**src/hdl/id_remap_pkg.sv**
```systemverilog
package id_remap_pkg;

  // ID widths on the upstream and downstream side
  localparam int unsigned ID_IN_WIDTH  = 6;
  localparam int unsigned ID_OUT_WIDTH = 3;

  // Output IDs in use per direction, also the burst limit per output ID
  localparam int unsigned TABLE_SIZE = 4;
  localparam int unsigned IDX_WIDTH  = $clog2(TABLE_SIZE);
  localparam int unsigned CNT_WIDTH  = $clog2(TABLE_SIZE + 1);

  localparam int unsigned ADDR_WIDTH = 32;
  localparam int unsigned LEN_WIDTH  = 8;

  typedef logic [ID_IN_WIDTH-1:0]  id_in_t;
  typedef logic [ID_OUT_WIDTH-1:0] id_out_t;
  typedef logic [IDX_WIDTH-1:0]    idx_t;
  typedef logic [CNT_WIDTH-1:0]    cnt_t;
  typedef logic [1:0]              resp_t;

  // Write request carries only the address
  typedef struct packed {
    logic [ADDR_WIDTH-1:0] addr;
  } aw_payload_t;

  // Read request carries the address and the burst length
  typedef struct packed {
    logic [ADDR_WIDTH-1:0] addr;
    logic [LEN_WIDTH-1:0]  len;
  } ar_payload_t;

endpackage

```
**src/hdl/id_remap_table.sv**
```systemverilog
module id_remap_table (
  input  logic                 clk_i,
  input  logic                 rst_ni,

  input  logic                 push_i,
  input  id_remap_pkg::id_in_t push_id_i,
  input  id_remap_pkg::idx_t   push_idx_i,

  input  id_remap_pkg::id_in_t lookup_id_i,
  output logic                 alloc_ok_o,
  output id_remap_pkg::idx_t   alloc_idx_o,

  input  logic                 pop_i,
  input  id_remap_pkg::idx_t   pop_idx_i,
  output id_remap_pkg::id_in_t pop_id_o
);
  import id_remap_pkg::*;

  // One entry per output index: the input ID it serves and its in-flight count
  id_in_t id_q  [TABLE_SIZE];
  cnt_t   cnt_q [TABLE_SIZE];
  cnt_t   cnt_d [TABLE_SIZE];

  logic [TABLE_SIZE-1:0] free;
  logic [TABLE_SIZE-1:0] match;
  logic                  free_any;
  logic                  match_any;
  idx_t                  free_idx;
  idx_t                  match_idx;

  // An entry with a zero count is free, an occupied entry can match the lookup ID
  always_comb begin
    for (int i = 0; i < TABLE_SIZE; i++) begin
      free[i]  = (cnt_q[i] == '0);
      match[i] = !free[i] && (id_q[i] == lookup_id_i);
    end
  end

  // Priority encoders, scanning downwards so the lowest set index wins
  always_comb begin
    free_any  = 1'b0;
    free_idx  = '0;
    match_any = 1'b0;
    match_idx = '0;
    for (int i = TABLE_SIZE - 1; i >= 0; i--) begin
      if (free[i]) begin
        free_any = 1'b1;
        free_idx = idx_t'(i);
      end
      if (match[i]) begin
        match_any = 1'b1;
        match_idx = idx_t'(i);
      end
    end
  end

  // A matching input ID must reuse its index to keep ordering, unless that
  // entry has saturated; otherwise take the lowest free index
  assign alloc_ok_o  = match_any ? (cnt_q[match_idx] < cnt_t'(TABLE_SIZE)) : free_any;
  assign alloc_idx_o = match_any ? match_idx : free_idx;

  // Restore the original input ID of a returning response
  assign pop_id_o = id_q[pop_idx_i];

  // Push and pop on the same entry in one cycle leave its count unchanged
  always_comb begin
    for (int i = 0; i < TABLE_SIZE; i++) begin
      cnt_d[i] = cnt_q[i];
      if (push_i && (push_idx_i == idx_t'(i))) begin
        cnt_d[i] = cnt_d[i] + cnt_t'(1);
      end
      if (pop_i && (pop_idx_i == idx_t'(i))) begin
        cnt_d[i] = cnt_d[i] - cnt_t'(1);
      end
    end
  end

  always_ff @(posedge clk_i or negedge rst_ni) begin
    if (!rst_ni) begin
      for (int i = 0; i < TABLE_SIZE; i++) begin
        cnt_q[i] <= '0;
      end
    end else begin
      cnt_q <= cnt_d;
    end
  end

  // Stored IDs are only meaningful while the count is nonzero
  always_ff @(posedge clk_i) begin
    if (push_i) begin
      id_q[push_idx_i] <= push_id_i;
    end
  end

endmodule

```
**src/hdl/ax_remap_issue.sv**
```systemverilog
module ax_remap_issue #(
  parameter type payload_t = logic
) (
  input  logic                  clk_i,
  input  logic                  rst_ni,

  input  logic                  in_valid_i,
  output logic                  in_ready_o,
  input  id_remap_pkg::id_in_t  in_id_i,
  input  payload_t              in_payload_i,

  output logic                  out_valid_o,
  input  logic                  out_ready_i,
  output id_remap_pkg::id_out_t out_id_o,
  output payload_t              out_payload_o,

  input  logic                  alloc_ok_i,
  input  id_remap_pkg::idx_t    alloc_idx_i,
  output logic                  push_o,
  output id_remap_pkg::idx_t    push_idx_o
);
  import id_remap_pkg::*;

  typedef enum logic {
    Ready,
    Hold
  } state_e;

  state_e state_d, state_q;
  idx_t   idx_d, idx_q;
  idx_t   out_idx;

  always_comb begin
    state_d     = state_q;
    idx_d       = idx_q;
    out_valid_o = 1'b0;
    in_ready_o  = 1'b0;
    push_o      = 1'b0;
    out_idx     = alloc_idx_i;

    unique case (state_q)
      Ready: begin
        // Forward in the same cycle as the table accepts the burst
        if (in_valid_i && alloc_ok_i) begin
          out_valid_o = 1'b1;
          push_o      = 1'b1;
          in_ready_o  = out_ready_i;
          if (!out_ready_i) begin
            idx_d   = alloc_idx_i;
            state_d = Hold;
          end
        end
      end
      Hold: begin
        // The entry is already pushed, keep presenting the same index
        out_idx     = idx_q;
        out_valid_o = 1'b1;
        in_ready_o  = out_ready_i;
        if (out_ready_i) begin
          state_d = Ready;
        end
      end
      default: state_d = Ready;
    endcase
  end

  always_ff @(posedge clk_i or negedge rst_ni) begin
    if (!rst_ni) begin
      state_q <= Ready;
      idx_q   <= '0;
    end else begin
      state_q <= state_d;
      idx_q   <= idx_d;
    end
  end

  assign push_idx_o    = alloc_idx_i;
  assign out_id_o      = id_out_t'(out_idx);
  assign out_payload_o = in_payload_i;

endmodule

```
**src/hdl/id_remap_top.sv**
```systemverilog
module id_remap_top (
  input  logic                      clk_i,
  input  logic                      rst_ni,

  input  logic                      s_aw_valid_i,
  output logic                      s_aw_ready_o,
  input  id_remap_pkg::id_in_t      s_aw_id_i,
  input  id_remap_pkg::aw_payload_t s_aw_payload_i,

  input  logic                      s_ar_valid_i,
  output logic                      s_ar_ready_o,
  input  id_remap_pkg::id_in_t      s_ar_id_i,
  input  id_remap_pkg::ar_payload_t s_ar_payload_i,

  output logic                      s_b_valid_o,
  input  logic                      s_b_ready_i,
  output id_remap_pkg::id_in_t      s_b_id_o,
  output id_remap_pkg::resp_t       s_b_resp_o,

  output logic                      s_r_valid_o,
  input  logic                      s_r_ready_i,
  output id_remap_pkg::id_in_t      s_r_id_o,
  output id_remap_pkg::resp_t       s_r_resp_o,
  output logic                      s_r_last_o,

  output logic                      m_aw_valid_o,
  input  logic                      m_aw_ready_i,
  output id_remap_pkg::id_out_t     m_aw_id_o,
  output id_remap_pkg::aw_payload_t m_aw_payload_o,

  output logic                      m_ar_valid_o,
  input  logic                      m_ar_ready_i,
  output id_remap_pkg::id_out_t     m_ar_id_o,
  output id_remap_pkg::ar_payload_t m_ar_payload_o,

  input  logic                      m_b_valid_i,
  output logic                      m_b_ready_o,
  input  id_remap_pkg::id_out_t     m_b_id_i,
  input  id_remap_pkg::resp_t       m_b_resp_i,

  input  logic                      m_r_valid_i,
  output logic                      m_r_ready_o,
  input  id_remap_pkg::id_out_t     m_r_id_i,
  input  id_remap_pkg::resp_t       m_r_resp_i,
  input  logic                      m_r_last_i
);
  import id_remap_pkg::*;

  logic aw_alloc_ok, ar_alloc_ok;
  idx_t aw_alloc_idx, ar_alloc_idx;
  logic aw_push, ar_push;
  idx_t aw_push_idx, ar_push_idx;
  logic wr_pop, rd_pop;

  // Responses pass straight through apart from the restored ID
  assign s_b_valid_o = m_b_valid_i;
  assign m_b_ready_o = s_b_ready_i;
  assign s_b_resp_o  = m_b_resp_i;
  assign s_r_valid_o = m_r_valid_i;
  assign m_r_ready_o = s_r_ready_i;
  assign s_r_resp_o  = m_r_resp_i;
  assign s_r_last_o  = m_r_last_i;

  // A write entry frees on B, a read entry only on the last R beat
  assign wr_pop = m_b_valid_i && s_b_ready_i;
  assign rd_pop = m_r_valid_i && s_r_ready_i && m_r_last_i;

  ax_remap_issue #(
    .payload_t (aw_payload_t)
  ) i_aw_issue (
    .clk_i         (clk_i),
    .rst_ni        (rst_ni),
    .in_valid_i    (s_aw_valid_i),
    .in_ready_o    (s_aw_ready_o),
    .in_id_i       (s_aw_id_i),
    .in_payload_i  (s_aw_payload_i),
    .out_valid_o   (m_aw_valid_o),
    .out_ready_i   (m_aw_ready_i),
    .out_id_o      (m_aw_id_o),
    .out_payload_o (m_aw_payload_o),
    .alloc_ok_i    (aw_alloc_ok),
    .alloc_idx_i   (aw_alloc_idx),
    .push_o        (aw_push),
    .push_idx_o    (aw_push_idx)
  );

  ax_remap_issue #(
    .payload_t (ar_payload_t)
  ) i_ar_issue (
    .clk_i         (clk_i),
    .rst_ni        (rst_ni),
    .in_valid_i    (s_ar_valid_i),
    .in_ready_o    (s_ar_ready_o),
    .in_id_i       (s_ar_id_i),
    .in_payload_i  (s_ar_payload_i),
    .out_valid_o   (m_ar_valid_o),
    .out_ready_i   (m_ar_ready_i),
    .out_id_o      (m_ar_id_o),
    .out_payload_o (m_ar_payload_o),
    .alloc_ok_i    (ar_alloc_ok),
    .alloc_idx_i   (ar_alloc_idx),
    .push_o        (ar_push),
    .push_idx_o    (ar_push_idx)
  );

  id_remap_table i_wr_table (
    .clk_i       (clk_i),
    .rst_ni      (rst_ni),
    .push_i      (aw_push),
    .push_id_i   (s_aw_id_i),
    .push_idx_i  (aw_push_idx),
    .lookup_id_i (s_aw_id_i),
    .alloc_ok_o  (aw_alloc_ok),
    .alloc_idx_o (aw_alloc_idx),
    .pop_i       (wr_pop),
    .pop_idx_i   (m_b_id_i[IDX_WIDTH-1:0]),
    .pop_id_o    (s_b_id_o)
  );

  id_remap_table i_rd_table (
    .clk_i       (clk_i),
    .rst_ni      (rst_ni),
    .push_i      (ar_push),
    .push_id_i   (s_ar_id_i),
    .push_idx_i  (ar_push_idx),
    .lookup_id_i (s_ar_id_i),
    .alloc_ok_o  (ar_alloc_ok),
    .alloc_idx_o (ar_alloc_idx),
    .pop_i       (rd_pop),
    .pop_idx_i   (m_r_id_i[IDX_WIDTH-1:0]),
    .pop_id_o    (s_r_id_o)
  );

endmodule

```
**config.mk**
```make
export PLATFORM = sky130hd
export DESIGN_NAME = id_remap_top
export DESIGN_NICKNAME = d
export VERILOG_FILES = /design/src/hdl/id_remap_pkg.sv /design/src/hdl/id_remap_table.sv /design/src/hdl/ax_remap_issue.sv /design/src/hdl/id_remap_top.sv
export SDC_FILE = /design/constraint.sdc
export NUM_CORES = 1
export LEC_CHECK = 0
export CORE_ASPECT_RATIO = 1.5
export CORE_MARGIN = 3
export CORE_UTILIZATION = 45
export DETAILED_ROUTE_END_ITERATION = 12
export DONT_BUFFER_PORTS = 1
export PLACE_DENSITY = 0.57
export SLEW_MARGIN = 20
export SYNTH_ARGS = -nofsm -noshare
export SYNTH_HDL_FRONTEND = slang
export SYNTH_SLANG_ARGS = --single-unit
```
**constraint.sdc**
```tcl
create_clock -name clk_i -period 4.6 [get_ports clk_i]
set_clock_uncertainty 0.05 [all_clocks]
set_input_delay 0.46 -clock clk_i [delete_from_list [all_inputs] [get_ports clk_i]]
set_output_delay 0.46 -clock clk_i [all_outputs]
set_load 0.02 [all_outputs]
```
==> reports/metrics.cfg, run 1 <==
[layout]
layout.nets = 534
drive_gt1_share_pct = 14.9
num_antenna_cells = 0
fill_cells = 1099
area_growth_pct = -2.01
register_area_mm2 = 0.00219
multi_input_area_mm2 = 0.00249

[status]
outcome = finished clean

[timing]
fmaxAchievable_mhz = 263
hold_violations = 0
period_needed_ns = 3.80
max_slew.worst_pin.slew_ns = 0.720
min_period_over_period_pct = 82.7
rsz0062_at_grt = false
drv_slew = 0
slew_headroom_pct = 51.6
whs_ns = 0.122
finalSetupTns_ns = 0
finalSetupViolations = 0

[synthesis]
ys_seq_area_share_pct = 40.1
synth_top_family_by_area = buffers and inverters
yosys_warnings = 0
synth_area_mm2 = 0.00547
yosys.area_share.xor_xnor_pct = 14.1
synth_top_area_share_pct = 26.3
synthMuxAreaShare_pct = 7.27
syn_area_per_cell_um2 = 11.4
yosys-top-cells-area = edfxtp_1 26%, dfrtp_1 14%, buf_4 12%, xnor2_1 6.7%, ha_1 5.5%
async_reset_ff_share_pct = 38.5
synth_top_area_cell = edfxtp_1
syn_inst = 478
synth_edf_count = 48
synth_fa_ha_area_share_pct = 5.49
synth_compound_area_share_pct = 6.93
synth_flop_cell = edfxtp_1
synth-simple-area-share_pct = 11.6
ys_seq_elements = 78
synth_cell_type_count = 67

[critical_path]
reg2reg_slack_ns = 0.80
r2r_start = i_rd_table.cnt_q[3]
ff2ff_path_depth = 13
cp.arrival_ns = 4.01
end_kind = register
crit_fanout = 8
worstSetupStartpointType = register
crit_type = register to register
cp.required_ns = 4.81
r2r_end = i_rd_table.cnt_q[5]

[route]
routedWlPerCell_um = 19.0
first_pass_iters = 4
vias_per_cell = 5.58
routed_wl_mm = 10.7
drtAntennaViolNets = 0
vias = 3125
drt_iter0_markers = 86
drc = 0

[global_routing]
grt_overflow_total = 0
grt_max_degree = 31
grt_pass1_wl_mm = 16.8
grt_pass1_vias = 3325
grt_usage_pct = 16.5
antenna_found_initial = 0

[min_path]
holdCritPathClass = primary input to register
hold_start = m_aw_ready_i
whs_endpoint = i_aw_issue.state_q
hold_depth = 1

[floorplanning]
start_util_pct = 46.7
dieArea_mm2 = 0.0135
die_w_um = 96.0
rows = 48
fp.dieH_um = 141
ios = 208
core_area_mm2 = 0.0117

[power_and_ir_drop]
power.leakage_uw = 0.00203
combPwrFrac_pct = 42.2
p_seq_share_pct = 34.6
p_clk_share_pct = 23.2
power.switching_uw = 1210
power_density_mw_per_mm2 = 600
peakVddDrop_mv = 0.305
internal-power_uw = 2010
switching_share_pct = 37.6

[cts]
cts.repair.resized = 0
clock_latency_ns = 0.34
cts_root_buf = clkbuf_16
cts_tree = yes
h-tree-depth = 3
cts_buffer_depth = 2
cts_buffers = 9
cts_sinks = 78
clkTransAtPathRegs_ns = 0.07

[flow_run]
maxCapViolations = 0

[placement]
port_buffers = 0
place.gp.congestion = 0.848
hpwl_mm = 8.12

-- per-layer routing --
layer  share of wire [%]  up-vias  track usage (%)  routed length [um]
met3                 7.0       28             6.25                 743
met4                 3.5        0             8.47                 371
met1                  35     1504             16.3                3740
met5                   0        -                0                   0
li1                    -     1457                -                   -
met2                  54      136             29.2                5810
-- synth_stat cells (all sizes together) (8+ instances only) --
master and instances:
nor2 9, xnor2 42, nand2 23, mux4 12
ha 24, buf 89, inv 28, xor2 33
edfxtp 48, nor3 13, dfrtp 30, and2 8
-- logic make-up (layout without fill, tap and decap cells) --
kind of cell | after synthesis | count (layout)
buffers and inverters | 121 | 52
multiplexers | 24 | 24
adder cells (fa/ha/maj) | 24 | 24
AO/OA/AOI/OAI | 46 | 46
other | 1 | 2
AND/OR/NAND/NOR | 104 | 104
flip-flops | 78 | 78
XOR/XNOR | 80 | 80
-- how the worst max path moves through the flow --
stage,cells past startpoint,slack (ns),startpoint,end
global route,13,0.41,i_wr_table.cnt_q[0],i_wr_table.cnt_q[2]
CTS,13,0.80,i_rd_table.cnt_q[0],i_rd_table.cnt_q[5]
finish,13,0.80,i_rd_table.cnt_q[3],i_rd_table.cnt_q[5]
detailed placement,13,0.82,i_rd_table.cnt_q[0],i_rd_table.cnt_q[5]
global placement,13,0.89,i_rd_table.cnt_q[0],i_rd_table.cnt_q[5]
floorplan,12,1.24,i_rd_table.cnt_q[0],i_rd_table.cnt_q[1]
-- cells in the final DEF (no fill, tap or decap), types with 3 or more instances in the layout --
cell type and count:
nor2b_1 7, nor3b_1 4, nand3_1 5, edfxtp_1 48, nor2_1 9, and4_1 3
nor3_1 12, and3_1 3, xnor3_1 5, buf_4 6, ha_1 24, mux4_2 12
and2b_2 3, inv_6 5, xnor2_1 42, a21oi_1 6, mux2_2 5, inv_1 28
nand2b_1 3, dfrtp_1 30, nor4_1 4, and2_1 8, clkbuf_16 9, o31ai_1 4
mux2i_1 6, o21ai_0 4, nand4_1 7, a31oi_1 6, xor2_1 33, nand2_1 23
-- registers in the layout (all words and copies together) (netlist names) --
| signal | count |
|---|---|
| i_aw_issue.idx_q | 2 |
| i_rd_table.cnt_q | 12 |
| i_ar_issue.state_q | 1 |
| i_aw_issue.state_q | 1 |
| i_ar_issue.idx_q | 2 |
| i_wr_table.id_q | 24 |
| i_wr_table.cnt_q | 12 |
| i_rd_table.id_q | 24 |
-- timing repair --
item                                   4_1_cts  5_1_grt
setup buffers                                0        0
endpoints found under the hold margin       30        0
hold buffers                                 2        0
-- area by class of cell --
cell class,instances,share of cell area [%]
Sequential cell,78,40.9
Clock buffer,9,4.20
Multi-Input combinational cell,280,46.5
Inverter,28,1.96
Tap cell,150,3.50
Timing Repair Buffer,8,1.40
Clock inverter,7,1.59
-- power groups by stage --
stage / sequential [uW] / combinational, uW / clock (uW)
final: 1110 / 1360 / 745
after global placement: 1120 / 1320 / 0
after detailed placement: 1130 / 1360 / 0
after CTS: 1110 / 1370 / 768
after global routing: 1140 / 1530 / 790
after floorplan: 1090 / 1210 / 0
-- through the flow --
stage                     setup slack [ns]  util (%)  cell area [um2]  total power, uW  instances
after global routing                 0.411      45.8             5360             3460        560
after detailed placement             0.825      42.9             5020             2480        542
after global placement               0.886      42.9             5020             2440        542
final                                0.798      45.8             5360             3210        560
after CTS                            0.802      45.8             5360             3250        560
after floorplan                       1.24         -             5470             2290        479
-- worst max-delay path: stages (launching register included) --
cell and delay (ns):
dfrtp_1 0.38, inv_1 0.07, ha_1 0.20, and2b_2 0.21
nor4_1 0.39, nand4_1 0.38, a311oi_4 0.52, a21boi_2 0.29
and3_1 0.47, xnor2_1 0.18, ha_1 0.18, nand2_1 0.06
xnor2_1 0.20, xnor2_1 0.14
Note: power is estimated with default switching activity, not from simulation.
==> run 2, diff against run 1 <==
--- a/config.mk
+++ b/config.mk
@@ -10,7 +10,7 @@
 export CORE_UTILIZATION = 45
 export DETAILED_ROUTE_END_ITERATION = 12
 export DONT_BUFFER_PORTS = 1
-export PLACE_DENSITY = 0.57
+export PLACE_DENSITY = 0.59
 export SLEW_MARGIN = 20
 export SYNTH_ARGS = -nofsm -noshare
 export SYNTH_HDL_FRONTEND = slang
==> constraint.sdc (replaced) <==
create_clock -name clk_i -period 3.45 [get_ports clk_i]
set_clock_uncertainty 0.05 [all_clocks]
set_input_delay 0.345 -clock clk_i [delete_from_list [all_inputs] [get_ports clk_i]]
set_output_delay 0.345 -clock clk_i [all_outputs]
set_load 0.02 [all_outputs]
==> run 2 against run 1 <==
  * Routed wire length is 8.7% higher
  * Final cell count increased by 4.1%
  * Sequential power up 34%
  * Critical path type unchanged
  * Critical endpoint is now i_rd_table.cnt_q[1]
==> reports/metrics.cfg, run 2 (same netlist as run 1, synthesis figures left out) <==
[min_path]
whs_endpoint = i_ar_issue.state_q
hold_start = m_ar_ready_i
hold_depth = 1
holdCritPathClass = primary input to register

[cts]
cts_sinks = 78
cts_buffer_depth = 2
h-tree-depth = 3
clock_latency_ns = 0.33
cts_root_buf = clkbuf_16
cts_tree = yes
clkTransAtPathRegs_ns = 0.06
cts_buffers = 9

[timing]
min_period_over_period_pct = 97.1
fmaxAchievable_mhz = 299
finalSetupTns_ns = 0
slew_headroom_pct = 52.8
hold_violations = 0
finalSetupViolations = 0
period_needed_ns = 3.35
drv_slew = 0
rsz0062_at_grt = true
max_slew.worst_pin.slew_ns = 0.703
whs_ns = 0.0209

[placement]
dpl.cell_count = 562
hpwl_mm = 8.57
place.gp.congestion = 0.859
port_buffers = 0
placed_area_mm2 = 0.00517

[critical_path]
ff2ff_path_depth = 13
reg2reg_slack_ns = 0.10
cp.arrival_ns = 3.56
crit_family = simple AND/OR/NAND/NOR gates
crit_fanout = 4
worstSetupStartpointType = register
cp_cell_sequence = inv_1 > ha_1 > and2b_2 > nor4_2 > nand4_1 > buf_4 > a311oi_4 > nand3_2 > or4b_4 > and2_4 > ha_4 > and2_1 > a31oi_1
r2r_start = i_rd_table.cnt_q[3]
critPathBufInv = 2
slowest_stage = or4b_4
end_kind = register
crit_type = register to register
r2r_end = i_rd_table.cnt_q[1]
cp.required_ns = 3.66
slowest_delay_ns = 0.56

[layout]
top_regs = i_rd_table.id_q x24, i_wr_table.id_q x24
num_antenna_cells = 0
layout.nets = 558
final_cells = 583
area_growth_pct = 3.27
stdcell_area_mm2 = 0.00565
final_cell_mix = 48 x edfxtp_1, 42 x xnor2_1, 33 x xor2_1
final_common_cell = edfxtp_1
drive_gt1_share_pct = 23.3

[power_and_ir_drop]
power.leakage_uw = 0.00216
power_density_mw_per_mm2 = 797
peakVddDrop_mv = 0.386
power.total_uw = 4500

[floorplanning]
fp.dieH_um = 141
core_area_mm2 = 0.0117
rows = 48
ios = 208
die_w_um = 96.0
dieArea_mm2 = 0.0135
start_util_pct = 46.7

[global_routing]
grt_max_degree = 31
grt_pass1_vias = 3412
antenna_found_initial = 0
grt_pass1_wl_mm = 17.5
grt_overflow_total = 0
grt_usage_pct = 17.4

[route]
vias = 3291
routedWlPerCell_um = 19.9
vias_per_cell = 5.64
drt_iter0_markers = 80
drtAntennaViolNets = 0
routed_wl_mm = 11.6
first_pass_iters = 4
drc = 0

[flow_run]
maxCapViolations = 0

[status]
outcome = finished clean

-- run 2: area by class of cell --
type / count / area [um2]
Tap cell: 150 / 188
Inverter: 28 / 105
Multi-Input combinational cell: 280 / 2610
Timing Repair Buffer: 32 / 263
Sequential cell: 78 / 2190
Clock inverter: 6 / 63.8
Fill cell: 1064 / 6060
Clock buffer: 9 / 225
-- run 2: how the worst max path moves through the flow --
| stage | start | to | slack, ns | cells after the start |
|---|---|---|---|---|
| global route | i_rd_table.cnt_q[3] | i_rd_table.cnt_q[2] | -0.04 | 14 |
| global placement | i_rd_table.cnt_q[0] | i_rd_table.cnt_q[8] | 0.08 | 13 |
| detailed placement | i_rd_table.cnt_q[0] | i_rd_table.cnt_q[11] | -0.01 | 14 |
| CTS | i_rd_table.cnt_q[6] | s_ar_ready_o | 0.007 | 12 |
| floorplan | i_rd_table.cnt_q[0] | i_rd_table.cnt_q[1] | 0.09 | 12 |
| finish | i_rd_table.cnt_q[3] | i_rd_table.cnt_q[1] | 0.10 | 13 |
-- run 2: stage by stage --
step                      util [%]  worst slack [ns]
after detailed placement      44.1           -0.0141
final                         48.2             0.101
after global routing          48.2           -0.0448
after floorplan                  -            0.0862
after global placement        44.1            0.0751
after CTS                     47.4           0.00699
-- run 2: timing repair --
item / CTS / global route
buffers inserted: 1 / 3
endpoints found under the setup margin: 5 / 14
hold buffers: 2 / 0
pin swaps: 1 / 8
gates resized for setup: 10 / 16
endpoints found under the hold margin: 30 / 0
-- run 2: power breakdown --
group / internal [uW] / switching (uW)
logic: 992 / 1090
clock network: 555 / 377
registers: 1280 / 203
total: 2830 / 1670
-- run 2: metal layers --
metal	GRT usage (%)	vias to the layer above	part of all wire (%)
met5	0	-	0
met4	6.15	0	2.3
met3	7.26	20	7.7
met2	32.2	141	54
met1	16.7	1639	36
li1	-	1491	-
==> run 3, diff against run 2 <==
--- a/config.mk
+++ b/config.mk
@@ -6,11 +6,9 @@
 export NUM_CORES = 1
 export LEC_CHECK = 0
 export CORE_ASPECT_RATIO = 1.5
-export CORE_MARGIN = 3
 export CORE_UTILIZATION = 45
 export DETAILED_ROUTE_END_ITERATION = 12
 export DONT_BUFFER_PORTS = 1
-export PLACE_DENSITY = 0.59
 export SLEW_MARGIN = 20
 export SYNTH_ARGS = -nofsm -noshare
 export SYNTH_HDL_FRONTEND = slang
==> run 3 against run 2 <==
  * Clock-buffer cell count increased by 1
  * Worst hold slack worse by 0.0043 ns
  * Worst setup slack improved by 0.0089 ns
  * Sequential share of layout area increased by 0.15 points
  * Clock power is 4.8% lower
  * Global-route usage up 1.0 points
  * Critical path depth shrank 1
==> reports/metrics.cfg, run 3 (same netlist as run 1, synthesis figures left out) <==
[status]
outcome = finished clean

[timing]
finalSetupViolations = 0
rsz0062_at_grt = true
finalSetupTns_ns = 0
fmaxAchievable_mhz = 299
min_period_over_period_pct = 96.8
slew_headroom_pct = 57.6
hold_violations = 0
final.setup.worst_slack_ns = 0.110
drv_slew = 0
max_slew.worst_pin.slew_ns = 0.630
whs_ns = 0.0166
period_needed_ns = 3.34

[power_and_ir_drop]
power.leakage_uw = 0.00217
peakVddDrop_mv = 0.322
power_density_mw_per_mm2 = 790

[layout]
area_growth_pct = 2.88
final_cell_mix = 48 x edfxtp_1, 40 x xnor2_1, 33 x xor2_1
layout.nets = 560
drive_gt1_share_pct = 23.2
fin_util_pct = 47.3
final_common_cell = edfxtp_1
fill_cells = 1071
num_antenna_cells = 0
stdcell_area_mm2 = 0.00563
top_regs = i_rd_table.id_q x24, i_wr_table.id_q x24

[critical_path]
end_kind = register
crit_type = register to register
reg2reg_slack_ns = 0.11
crit_fanout = 4
cp.required_ns = 3.66
cp.arrival_ns = 3.55
worstSetupStartpointType = register

[route]
drc = 0
routedWlPerCell_um = 18.9
vias = 3227
drt_iter0_markers = 105
first_pass_iters = 5
drtAntennaViolNets = 0
routed_wl_mm = 11.1
vias_per_cell = 5.48

[floorplanning]
rows = 49
dieArea_mm2 = 0.0126
fp.dieH_um = 137
start_util_pct = 46.0
ios = 208
core_area_mm2 = 0.0119
die_w_um = 92.0

[cts]
cts_sinks = 78
clkTransAtPathRegs_ns = 0.06
cts_buffers = 9
h-tree-depth = 3
clock_latency_ns = 0.34
cts_tree = yes
cts_buffer_depth = 2
cts_root_buf = clkbuf_16

[placement]
dp_slack_ns = 0.0602
port_buffers = 0
placed_area_mm2 = 0.00518
hpwl_mm = 8.53
place.gp.congestion = 0.796

[global_routing]
grt_overflow_total = 0
antenna_found_initial = 0
grt_max_degree = 31
grt_pass1_vias = 3377
grt_pass1_wl_mm = 17.1
grt_usage_pct = 18.4

[flow_run]
maxCapViolations = 0

[min_path]
holdCritPathClass = primary input to register

==> run 3: cell types whose count changed in the layout (fill, tap and decap cells not counted), sizes merged <==
cell / previous run / this run
buf: 31 / 33
inv: 28 / 30
bufinv: 1 / 0
clkbuf: 9 / 10
clkinvlp: 1 / 0
==> run 3: final timing paths <==
path,startpoint,endpoint,depth (start not counted)
setup reg to reg,i_rd_table.cnt_q[0],i_rd_table.cnt_q[1],12
hold reg to reg,i_ar_issue.idx_q[1],i_ar_issue.idx_q[1],1
hold / removal,m_ar_ready_i,i_ar_issue.state_q,1
min in group asynchronous,rst_ni,i_aw_issue.idx_q[1],2
max in group asynchronous,rst_ni,i_wr_table.cnt_q[5],2
setup / recovery,i_rd_table.cnt_q[0],i_rd_table.cnt_q[1],12
==> run 3: critical path: stages (launching register included) <==
cell and delay [ns]:
dfrtp_1 0.38, inv_1 0.07, ha_1 0.18, and2b_2 0.22
or4_4 0.50, or2_4 0.26, nor4bb_1 0.15, o22a_1 0.22
or4b_4 0.56, and2_4 0.15, ha_1 0.27, and2_1 0.13
a31oi_1 0.13
==> run 3: repair_timing <==
item / in CTS / in global routing
setup endpoints to repair: 1 / 11
pin swaps: 0 / 7
endpoints found under the hold margin: 30 / 0
setup buffers: 0 / 5
hold buffers: 2 / 0
gates cloned: 0 / 0
resized for setup: 1 / 19
==> run 3: where the power goes <==
group | total [uW] | switching [uW] | internal (uW)
Sequential | 1490 | 205 | 1280
Clock | 886 | 394 | 492
Combinational | 2070 | 1070 | 996
==> run 3: cell type report <==
cell class / count / area, um2 / share of cell area (%)
Tap cell: 153 / 191 / 3.40
Timing Repair Buffer: 34 / 274 / 4.87
Inverter: 28 / 105 / 1.87
Clock inverter: 6 / 45.0 / 0.800
Sequential cell: 78 / 2190 / 39.0
Multi-Input combinational cell: 280 / 2590 / 46.0
Clock buffer: 10 / 229 / 4.07
==> run 3: through the flow <==
step                power (uW)  cells
finish                    4440    589
floorplan                 3060    479
global placement          3370    566
CTS                       4360    584
detailed placement        3440    566
global route              4740    589
==> run 3: per-layer routing <==
layer,routed length (um),GRT usage [%],vias to the layer above,part of all wire (%)
li1,-,-,1500,-
met1,4000,17.6,1579,36
met2,6040,34.6,112,54
met3,678,5.61,34,6.1
met4,379,10.1,2,3.4
met5,33,2.08,-,0.30
